`config.mk`:
```
export PLATFORM = sky130hd
export DESIGN_NAME = store_queue_top
export DESIGN_NICKNAME = d
export VERILOG_FILES = /design/src/hw/sq_pkg.sv /design/src/hw/store_queue_top.sv /design/src/hw/sq_forward.sv /design/src/hw/sq_entry_array.sv /design/src/hw/sq_ctrl.sv
export VERILOG_INCLUDE_DIRS = /design/src /design/src/hw
export SDC_FILE = /design/constraint.sdc
export NUM_CORES = 2
export LEC_CHECK = 0
export BUFFER_PORTS_ARGS = -buffer_cell sky130_fd_sc_hd__buf_2
export CAP_MARGIN = 40
export CORE_MARGIN = 4
export CORE_UTILIZATION = 55
export DETAILED_ROUTE_END_ITERATION = 6
export PLACE_DENSITY_LB_ADDON = 0.08
export SLEW_MARGIN = 20
export SYNTH_ARGS = -nofsm -noshare
export SYNTH_HDL_FRONTEND = slang
export SYNTH_SLANG_ARGS = --single-unit
export TNS_END_PERCENT = 5
```
`constraint.sdc`:
```
create_clock -name clock_i -period 20.4 [get_ports clock_i]
set_input_delay 4.08 -clock clock_i [delete_from_list [all_inputs] [get_ports clock_i]]
set_output_delay 4.08 -clock clock_i [all_outputs]
set_load 0.01 [all_outputs]
```
`src/hw/sq_defines.svh`:
```
`ifndef SQ_DEFINES_SVH
`define SQ_DEFINES_SVH

// ==================================================
// queue geometry
// ==================================================

// number of store queue entries
// keep a power of two, ring offsets wrap on their own
`define SQ_SIZE 8

// ring pointer width
`define SQ_IDX_W ($clog2(`SQ_SIZE))

// occupancy count, must be able to hold SQ_SIZE itself
`define SQ_CNT_W ($clog2(`SQ_SIZE + 1))

// ==================================================
// field widths
// ==================================================

// byte address
`define SQ_ADDR_W 32
// one store data word
`define SQ_DATA_W 64
// rob index, shared with dispatch and commit
`define SQ_ROB_W 5

`endif
```
`src/hw/sq_pkg.sv`:
```
`include "sq_defines.svh"

package sq_pkg;

  // access size, log2 of the byte count
  typedef enum logic [1:0] {
    BYTE   = 2'd0,
    HALF   = 2'd1,
    WORD   = 2'd2,
    DOUBLE = 2'd3
  } mem_size_e;

  // cache command, the queue only ever issues stores
  typedef enum logic {
    MEM_LOAD  = 1'b0,
    MEM_STORE = 1'b1
  } mem_cmd_e;

  // scalar field types
  typedef logic [`SQ_IDX_W-1:0]  sq_idx_t;
  typedef logic [`SQ_CNT_W-1:0]  sq_cnt_t;
  typedef logic [`SQ_ADDR_W-1:0] sq_addr_t;
  typedef logic [`SQ_DATA_W-1:0] sq_word_t;
  typedef logic [`SQ_ROB_W-1:0]  rob_idx_t;

  // ==================================================
  // bundles
  // ==================================================

  // dispatch side, address known at enqueue
  typedef struct packed {
    sq_addr_t  addr;
    mem_size_e size;
    rob_idx_t  rob_idx;
  } sq_enq_t;

  // late store data, tagged by rob index
  typedef struct packed {
    rob_idx_t rob_idx;
    sq_word_t data;
  } sq_data_t;

  typedef struct packed {
    sq_addr_t  addr;
    mem_size_e size;
  } ld_query_t;

  // one queue slot
  typedef struct packed {
    logic      valid;
    sq_addr_t  addr;
    mem_size_e size;
    rob_idx_t  rob_idx;
    logic      data_valid;
    sq_word_t  data;
    logic      committed;
  } sq_entry_t;

  // pending means an overlapping store exists without its data
  typedef struct packed {
    logic     valid;
    logic     pending;
    sq_addr_t addr;
    sq_word_t data;
  } fwd_resp_t;

  typedef struct packed {
    sq_addr_t  addr;
    mem_size_e size;
    mem_cmd_e  cmd;
    sq_word_t  data;
  } dc_req_t;

  // ==================================================
  // helpers
  // ==================================================

  function automatic logic [3:0] access_bytes(input mem_size_e size);
    case (size)
      BYTE:    return 4'd1;
      HALF:    return 4'd2;
      WORD:    return 4'd4;
      default: return 4'd8;
    endcase
  endfunction

  // overlap unless one range ends before the other starts
  // one extra bit so a range at the top of memory does not wrap
  function automatic logic ranges_overlap(input sq_addr_t a_addr, input mem_size_e a_size,
                                          input sq_addr_t b_addr, input mem_size_e b_size);
    logic [`SQ_ADDR_W:0] a_lo;
    logic [`SQ_ADDR_W:0] a_hi;
    logic [`SQ_ADDR_W:0] b_lo;
    logic [`SQ_ADDR_W:0] b_hi;
    a_lo = {1'b0, a_addr};
    b_lo = {1'b0, b_addr};
    // last byte = first byte + size - 1
    a_hi = a_lo + {{(`SQ_ADDR_W - 3){1'b0}}, access_bytes(a_size) - 4'd1};
    b_hi = b_lo + {{(`SQ_ADDR_W - 3){1'b0}}, access_bytes(b_size) - 4'd1};
    return !((a_hi < b_lo) || (b_hi < a_lo));
  endfunction

endpackage

```
`src/hw/store_queue_top.sv`:
```
`include "sq_defines.svh"

module store_queue_top
  import sq_pkg::*;
(
  input  logic      clock_i,
  input  logic      reset_i,
  // dispatch
  input  logic      enq_valid_i,
  input  sq_enq_t   enq_i,
  output logic      full_o,
  // store data
  input  logic      data_valid_i,
  input  sq_data_t  data_i,
  // rob commit
  input  logic      commit_valid_i,
  input  rob_idx_t  commit_rob_idx_i,
  // load forwarding
  input  ld_query_t ld_query_i,
  output fwd_resp_t fwd_o,
  // data cache
  output logic      dc_req_valid_o,
  output dc_req_t   dc_req_o,
  input  logic      dc_req_accept_i,
  // branch checkpoint and restore
  input  logic      branch_i,
  input  logic      restore_i
);

  // ctrl to array
  logic    enq_we;
  sq_idx_t enq_idx;
  logic    pop;
  sq_idx_t head_idx;
  sq_idx_t tail_idx;
  logic    restore_valid;
  sq_idx_t restore_tail;
  sq_cnt_t restore_count;

  // array to ctrl and forward
  sq_entry_t                head_entry;
  sq_entry_t [`SQ_SIZE-1:0] entries;

  // ==================================================
  // pointers, checkpoint, cache request
  // ==================================================

  sq_ctrl sq_ctrl_inst (
    .clock_i         (clock_i),
    .reset_i         (reset_i),
    .enq_valid_i     (enq_valid_i),
    .branch_i        (branch_i),
    .restore_i       (restore_i),
    .dc_req_accept_i (dc_req_accept_i),
    .head_entry_i    (head_entry),
    .full_o          (full_o),
    .enq_we_o        (enq_we),
    .enq_idx_o       (enq_idx),
    .pop_o           (pop),
    .head_idx_o      (head_idx),
    .tail_idx_o      (tail_idx),
    .restore_valid_o (restore_valid),
    .restore_tail_o  (restore_tail),
    .restore_count_o (restore_count),
    .dc_req_valid_o  (dc_req_valid_o),
    .dc_req_o        (dc_req_o)
  );

  // ==================================================
  // slot storage
  // ==================================================

  sq_entry_array sq_entry_array_inst (
    .clock_i          (clock_i),
    .reset_i          (reset_i),
    .enq_we_i         (enq_we),
    .enq_idx_i        (enq_idx),
    .enq_i            (enq_i),
    .data_valid_i     (data_valid_i),
    .data_i           (data_i),
    .commit_valid_i   (commit_valid_i),
    .commit_rob_idx_i (commit_rob_idx_i),
    .pop_i            (pop),
    .head_idx_i       (head_idx),
    .restore_valid_i  (restore_valid),
    .restore_tail_i   (restore_tail),
    .restore_count_i  (restore_count),
    .entries_o        (entries),
    .head_entry_o     (head_entry)
  );

  // load forwarding, combinational
  sq_forward sq_forward_inst (
    .entries_i  (entries),
    .tail_idx_i (tail_idx),
    .ld_query_i (ld_query_i),
    .fwd_o      (fwd_o)
  );

endmodule

```
`src/hw/sq_forward.sv`:
```
`include "sq_defines.svh"

module sq_forward
  import sq_pkg::*;
(
  input  sq_entry_t [`SQ_SIZE-1:0] entries_i,
  // first free slot, youngest store sits just below it
  input  sq_idx_t                  tail_idx_i,
  input  ld_query_t                ld_query_i,
  output fwd_resp_t                fwd_o
);

  // per slot overlap with the load
  logic [`SQ_SIZE-1:0] overlap;

  // youngest overlapping store
  logic    hit;
  sq_idx_t hit_idx;

  sq_entry_t hit_entry;

  // ==================================================
  // overlap per slot
  // ==================================================

  always_comb begin
    for (int i = 0; i < `SQ_SIZE; i++) begin
      overlap[i] = entries_i[i].valid
                && ranges_overlap(entries_i[i].addr, entries_i[i].size,
                                  ld_query_i.addr, ld_query_i.size);
    end
  end

  // ==================================================
  // youngest first scan
  // ==================================================

  // tail-1 down to tail-SQ_SIZE, the last step lands on tail itself
  // which is the oldest slot when the queue is full
  always_comb begin
    sq_idx_t idx;
    hit     = 1'b0;
    hit_idx = '0;
    for (int k = 1; k <= `SQ_SIZE; k++) begin
      idx = tail_idx_i - sq_idx_t'(k);
      if (!hit && overlap[idx]) begin
        hit     = 1'b1;
        hit_idx = idx;
      end
    end
  end

  assign hit_entry = entries_i[hit_idx];

  // ==================================================
  // response
  // ==================================================

  // whole word and address, no byte merge
  always_comb begin
    fwd_o = '0;
    if (hit) begin
      if (hit_entry.data_valid) begin
        fwd_o.valid = 1'b1;
        fwd_o.addr  = hit_entry.addr;
        fwd_o.data  = hit_entry.data;
      end else begin
        // youngest match still waits for data, load must stall
        fwd_o.pending = 1'b1;
      end
    end
  end

endmodule

```
`src/hw/sq_entry_array.sv`:
```
`include "sq_defines.svh"

module sq_entry_array
  import sq_pkg::*;
(
  input  logic                       clock_i,
  input  logic                       reset_i,
  // new slot at the tail
  input  logic                       enq_we_i,
  input  sq_idx_t                    enq_idx_i,
  input  sq_enq_t                    enq_i,
  // late data, found by rob index
  input  logic                       data_valid_i,
  input  sq_data_t                   data_i,
  // rob commit, found by rob index
  input  logic                       commit_valid_i,
  input  rob_idx_t                   commit_rob_idx_i,
  // retirement of the head slot
  input  logic                       pop_i,
  input  sq_idx_t                    head_idx_i,
  // squash of everything past the saved tail
  input  logic                       restore_valid_i,
  input  sq_idx_t                    restore_tail_i,
  input  sq_cnt_t                    restore_count_i,
  output sq_entry_t [`SQ_SIZE-1:0]   entries_o,
  output sq_entry_t                  head_entry_o
);

  // per slot flags
  logic [`SQ_SIZE-1:0] valid_q;
  logic [`SQ_SIZE-1:0] data_valid_q;
  logic [`SQ_SIZE-1:0] committed_q;

  // per slot payload
  sq_addr_t  addr_q [`SQ_SIZE];
  mem_size_e size_q [`SQ_SIZE];
  rob_idx_t  rob_q  [`SQ_SIZE];
  sq_word_t  data_q [`SQ_SIZE];

  logic    fill_hit;
  sq_idx_t fill_idx;
  logic    commit_hit;
  sq_idx_t commit_idx;

  logic [`SQ_SIZE-1:0] keep;

  // ==================================================
  // rob index search, oldest first from head
  // ==================================================

  always_comb begin
    sq_idx_t idx;
    fill_hit   = 1'b0;
    fill_idx   = '0;
    commit_hit = 1'b0;
    commit_idx = '0;
    for (int k = 0; k < `SQ_SIZE; k++) begin
      idx = head_idx_i + sq_idx_t'(k);
      if (!fill_hit && valid_q[idx] && (rob_q[idx] == data_i.rob_idx)) begin
        fill_hit = 1'b1;
        fill_idx = idx;
      end
      if (!commit_hit && valid_q[idx] && (rob_q[idx] == commit_rob_idx_i)) begin
        commit_hit = 1'b1;
        commit_idx = idx;
      end
    end
  end

  // surviving window is head up to the saved tail
  // full count means the window wraps all the way round
  always_comb begin
    sq_idx_t off_i;
    sq_idx_t off_tail;
    off_tail = restore_tail_i - head_idx_i;
    for (int i = 0; i < `SQ_SIZE; i++) begin
      off_i   = sq_idx_t'(i) - head_idx_i;
      keep[i] = (restore_count_i == sq_cnt_t'(`SQ_SIZE)) || (off_i < off_tail);
    end
  end

  // ==================================================
  // flag update
  // ==================================================

  always_ff @(posedge clock_i) begin
    if (reset_i) begin
      valid_q      <= '0;
      data_valid_q <= '0;
      committed_q  <= '0;
    end else if (restore_valid_i) begin
      valid_q      <= valid_q & keep;
      data_valid_q <= data_valid_q & keep;
      committed_q  <= committed_q & keep;
    end else begin
      if (enq_we_i) begin
        valid_q[enq_idx_i]      <= 1'b1;
        data_valid_q[enq_idx_i] <= 1'b0;
        committed_q[enq_idx_i]  <= 1'b0;
      end
      if (data_valid_i && fill_hit) begin
        data_valid_q[fill_idx] <= 1'b1;
      end
      // commit without data is dropped
      if (commit_valid_i && commit_hit && data_valid_q[commit_idx]) begin
        committed_q[commit_idx] <= 1'b1;
      end
      if (pop_i) begin
        valid_q[head_idx_i]      <= 1'b0;
        data_valid_q[head_idx_i] <= 1'b0;
        committed_q[head_idx_i]  <= 1'b0;
      end
    end
  end

  // payload, only meaningful under the flags
  always_ff @(posedge clock_i) begin
    if (enq_we_i) begin
      addr_q[enq_idx_i] <= enq_i.addr;
      size_q[enq_idx_i] <= enq_i.size;
      rob_q[enq_idx_i]  <= enq_i.rob_idx;
    end
    if (data_valid_i && fill_hit && !restore_valid_i) begin
      data_q[fill_idx] <= data_i.data;
    end
  end

  always_comb begin
    for (int i = 0; i < `SQ_SIZE; i++) begin
      entries_o[i].valid      = valid_q[i];
      entries_o[i].addr       = addr_q[i];
      entries_o[i].size       = size_q[i];
      entries_o[i].rob_idx    = rob_q[i];
      entries_o[i].data_valid = data_valid_q[i];
      entries_o[i].data       = data_q[i];
      entries_o[i].committed  = committed_q[i];
    end
  end

  assign head_entry_o = entries_o[head_idx_i];

endmodule

```
`src/hw/sq_ctrl.sv`:
```
`include "sq_defines.svh"

module sq_ctrl
  import sq_pkg::*;
(
  input  logic      clock_i,
  input  logic      reset_i,
  // dispatch and branch control
  input  logic      enq_valid_i,
  input  logic      branch_i,
  input  logic      restore_i,
  // cache side
  input  logic      dc_req_accept_i,
  // current head slot from the array
  input  sq_entry_t head_entry_i,
  output logic      full_o,
  // array write and retire strobes
  output logic      enq_we_o,
  output sq_idx_t   enq_idx_o,
  output logic      pop_o,
  output sq_idx_t   head_idx_o,
  output sq_idx_t   tail_idx_o,
  // squash request toward the array
  output logic      restore_valid_o,
  output sq_idx_t   restore_tail_o,
  output sq_cnt_t   restore_count_o,
  // store request to the data cache
  output logic      dc_req_valid_o,
  output dc_req_t   dc_req_o
);

  // ring state
  sq_idx_t head_q;
  sq_idx_t tail_q;
  sq_cnt_t count_q;

  // single branch checkpoint
  logic    ckpt_valid_q;
  sq_idx_t ckpt_tail_q;
  sq_cnt_t ckpt_count_q;

  logic head_ready;

  // ==================================================
  // strobes
  // ==================================================

  assign full_o     = (count_q == sq_cnt_t'(`SQ_SIZE));
  assign head_idx_o = head_q;
  assign tail_idx_o = tail_q;
  assign enq_idx_o  = tail_q;

  // restore only acts when a checkpoint is held
  assign restore_valid_o = restore_i && ckpt_valid_q;
  assign restore_tail_o  = ckpt_tail_q;
  // older stores still in the queue, same as head to saved tail distance
  // tracked as a count so a full window is not mistaken for an empty one
  assign restore_count_o = ckpt_count_q;

  // head leaves once it is committed and has its data
  assign head_ready = head_entry_i.valid && head_entry_i.committed && head_entry_i.data_valid;

  // restore owns the cycle, so no request and no retirement then
  assign dc_req_valid_o = head_ready && !restore_valid_o;
  assign pop_o          = dc_req_valid_o && dc_req_accept_i;

  // enqueue while full is dropped
  assign enq_we_o = enq_valid_i && !full_o && !restore_valid_o;

  // payload straight off the head slot, stable until it retires
  always_comb begin
    dc_req_o.addr = head_entry_i.addr;
    dc_req_o.size = head_entry_i.size;
    dc_req_o.cmd  = MEM_STORE;
    dc_req_o.data = head_entry_i.data;
  end

  // ==================================================
  // pointers and count
  // ==================================================

  always_ff @(posedge clock_i) begin
    if (reset_i) begin
      head_q  <= '0;
      tail_q  <= '0;
      count_q <= '0;
    end else if (restore_valid_o) begin
      // roll tail back, head stays where it is
      tail_q  <= ckpt_tail_q;
      count_q <= ckpt_count_q;
    end else begin
      if (enq_we_o) begin
        tail_q <= tail_q + 1'b1;
      end
      if (pop_o) begin
        head_q <= head_q + 1'b1;
      end
      case ({enq_we_o, pop_o})
        2'b10:   count_q <= count_q + 1'b1;
        2'b01:   count_q <= count_q - 1'b1;
        default: count_q <= count_q;
      endcase
    end
  end

  // checkpoint, enqueue in the branch cycle counts as younger
  always_ff @(posedge clock_i) begin
    if (reset_i) begin
      ckpt_valid_q <= 1'b0;
      ckpt_tail_q  <= '0;
      ckpt_count_q <= '0;
    end else if (restore_valid_o) begin
      ckpt_valid_q <= 1'b0;
    end else if (branch_i) begin
      ckpt_valid_q <= 1'b1;
      ckpt_tail_q  <= tail_q;
      ckpt_count_q <= count_q - sq_cnt_t'(pop_o);
    end else if (pop_o && (ckpt_count_q != '0)) begin
      // older stores drain first, shrink the surviving window
      ckpt_count_q <= ckpt_count_q - 1'b1;
    end
  end

endmodule

```
==> metrics.cfg <==
[worst_setup_path]
start_kind=input pin
path_buf_inv=5
cpLargestDelayFamily=simple AND/OR/NAND/NOR gates
r2r_cells=18
slowest_delay_ns=0.84
r2r_setup_slack_ns=12.84
critical_path_class=input pin to output port
crit_path_end_kind=output port
critPathSlowestCell=nor4_1
worstPathArrival_ns=14.08
r2r-start=sq_ctrl_inst.head_idx_o[0]
cp.required_ns=16.32
path_max_fanout=53
rr_endpoint=sq_entry_array_inst.data_q[6][6]

[floorplanning]
ios=354
die_h_um=347.4
die_area_mm2=0.1207
rows=124
die_w_um=347.4
initial_core_util=0.5542
core_mm2=0.1143

[clock_tree]
clk_path_buf_depth=3
cts_root_buf=clkbuf_16
postCtsSetupRepairBufs=0
clkLatencyLatePin_ns=0.74
cts.sinks=869
cts_max_level=3
clk_pin_slew_ns=0.06
cts_hold_buf=0
cts_inserted_buffers=93
tritoncts=built
cts_resized=0

[synth]
syn_inst=6141
synth_ff_type=edfxtp_1
synth.cell_area_mm2=0.06336
ys_ff_latch=869
avgSynthCellArea_um2=10.32
yosysWarnings=0
synth_edf_count=824
synth-async-reset-ratio=0
yosysSeqAreaShare=0.4047
synth.distinct_cells=103

[final_layout]
area_growth_pct=11.08
nFillCells=9481
final_cells=7979
mostFrequentLayoutCell=edfxtp_1
mostFrequentLayoutCells=824 x edfxtp_1, 634 x nand2_1, 564 x ha_1, 451 x nand3_1, 447 x o21ai_0
drive_above_1_share=0.1604
finalNetCount=7106
final_cell_area_mm2=0.07039

[place]
dpl_cell_area_mm2=0.06707
place_hpwl_mm=168.9
placedCellCount=7781
gp_congestion=1.049
portBuffers=352

[route]
route.detailed.drc=8
routed_via_density=6.807
drt-initial-drc-count=6872
vias=54320
wl_per_cell_um=29.55
drtPass1Iterations=7
routed_wl_mm=235.8
ant_nets=0

[global_route]
antenna_found_initial=26
grt_pass1_wl_mm=342.9
track_usage=0.3797
grt_max_degree=227
overflow=0
grt_pass1_vias=50990

[timing]
skew_ns=0.04866
fmax_mhz=55.08
tightest_slew_ns=1.118
rsz0062_at_grt=no
period_minus_slack_ns=18.16
post-route-period-util=0.8900
slew-limit-headroom=0.2547
fin_setup_tns_ns=0
slew_violations=0
hold_violations=0
setup_viol=0

[power_and_ir_drop]
power_density_mw_per_mm2=66.97
ir_drop_uv=76.27
leakagePower_nw=26.30

[min_path]
min_delay_path_depth=2
holdCritStartpoint=sq_entry_array_inst.committed_q[1]
hp-class=register to register
holdPathEnd=sq_entry_array_inst.committed_q[1]

[flow_run]
drv_cap=0

[outcome]
status=finished, violations left
violations=DRC

## worst reg2reg max path: cells and delay by family (launching register included)
kind                     cells  cell delay, ns
AO/OA/AOI/OAI                1            0.49
XOR/XNOR                     1            0.12
adder cells (fa/ha/maj)      2            0.94
buffers and inverters        3            1.55
flip-flops                   1            0.74
multiplexers                 1            0.42
AND/OR/NAND/NOR             10            2.91
## power by group
group          internal [mW]  switching, mW  total, mW  leakage [nW]
Clock                  0.963          0.754       1.72          1.49
Sequential              1.98         0.0310       2.01          7.80
Combinational          0.308          0.680      0.988          17.0
## logic make-up after synthesis
kind of cell             count (synthesis)  synth area share
buffers and inverters                  722           0.04417
AND/OR/NAND/NOR                       2208            0.1792
multiplexers                           303           0.09824
other                                    2         0.0001185
adder cells (fa/ha/maj)                575            0.1148
XOR/XNOR                               365           0.05045
AO/OA/AOI/OAI                         1097            0.1082
flip-flops                             869            0.4047
## worst max path at each step
stage | start | endpoint | depth (start not counted)
2_1_floorplan | ld_query_i[0] | fwd_o[94] | 28
3_3_place_gp | ld_query_i[2] | fwd_o[75] | 27
3_5_place_dp | ld_query_i[2] | fwd_o[77] | 31
4_1_cts | ld_query_i[2] | fwd_o[77] | 31
5_1_grt | ld_query_i[2] | fwd_o[77] | 31
6_report | ld_query_i[2] | fwd_o[64] | 32
## cell type report
type | instances | area (um2) | share of cell area
multi-input combinational | 4558 | 35130 | 0.4991
tap | 1512 | 1892 | 0.02688
antenna | 13 | 32.53 | 0.0004622
sequential | 869 | 25660 | 0.3645
inverter | 353 | 1328 | 0.01886
timing repair buffer | 501 | 3262 | 0.04634
clock buffer | 111 | 2395 | 0.03402
clock inverter | 62 | 691.9 | 0.009830
## state kept, by name, summed over array words and instances (netlist names), 4 cells and up, named ones only
register,count
sq_entry_array_inst.valid_q,8
sq_entry_array_inst.data_valid_q,8
sq_entry_array_inst.size_q,16
sq_entry_array_inst.committed_q,8
sq_entry_array_inst.rob_q,40
sq_entry_array_inst.data_q,512
sq_ctrl_inst.count_q,4
sq_ctrl_inst.restore_count_o,4
sq_entry_array_inst.addr_q,256
## synth_stat cells (all sizes together) (12+ instances only)
cell	count	area, um2
dfxtp	45	900.9
a2111oi	18	210.2
nor2	237	889.6
a221oi	14	128.9
ha	564	7057
nand2	636	2390
mux4	255	5743
a21oi	271	1375
o21ai	455	2277
nand3	451	2257
buf	98	456.7
nor3	176	991.0
o211ai	20	150.1
nor2b	30	187.7
inv	349	1310
a211oi	47	362.8
o22ai	13	81.33
o2111ai	12	122.6
nand2b	23	143.9
and3	27	168.9
and2	26	162.7
nand4	436	2746
a21o	61	457.9
or2	16	100.1
xnor2	335	2934
clkbuf	271	1017
a31oi	15	93.84
edfxtp	824	24740
nor4	88	802.0
and4	28	245.2
xor2	30	262.8
a32o	60	600.6
mux2i	47	470.5
## per-layer routing
layer  part of all wire  global-route usage  routed length [um]  up-vias
met1               0.39              0.5173               92190    26330
li1                   -                   -                   -    23970
met5            0.00056                   0                 132        -
met4              0.057              0.1763               13520       22
met3               0.11             0.08304               26440      615
met2               0.44              0.5830              103500     3379
## metrics by stage
stage | total power [mW] | hold slack (ns) | setup WS (ns) | util
4_1_cts | 4.702 | 0.4827 | 2.401 | 0.6135
3_3_place_gp | 2.977 | 0.4681 | 2.533 | 0.5825
2_1_floorplan | 2.640 | 0.4502 | 5.859 | -
6_report | 4.714 | 0.4862 | 2.244 | 0.6156
5_1_grt | 4.889 | 0.5027 | 1.878 | 0.6154
3_5_place_dp | 2.997 | 0.4713 | 2.433 | 0.5865
Note: power is estimated with default switching activity, not from simulation.
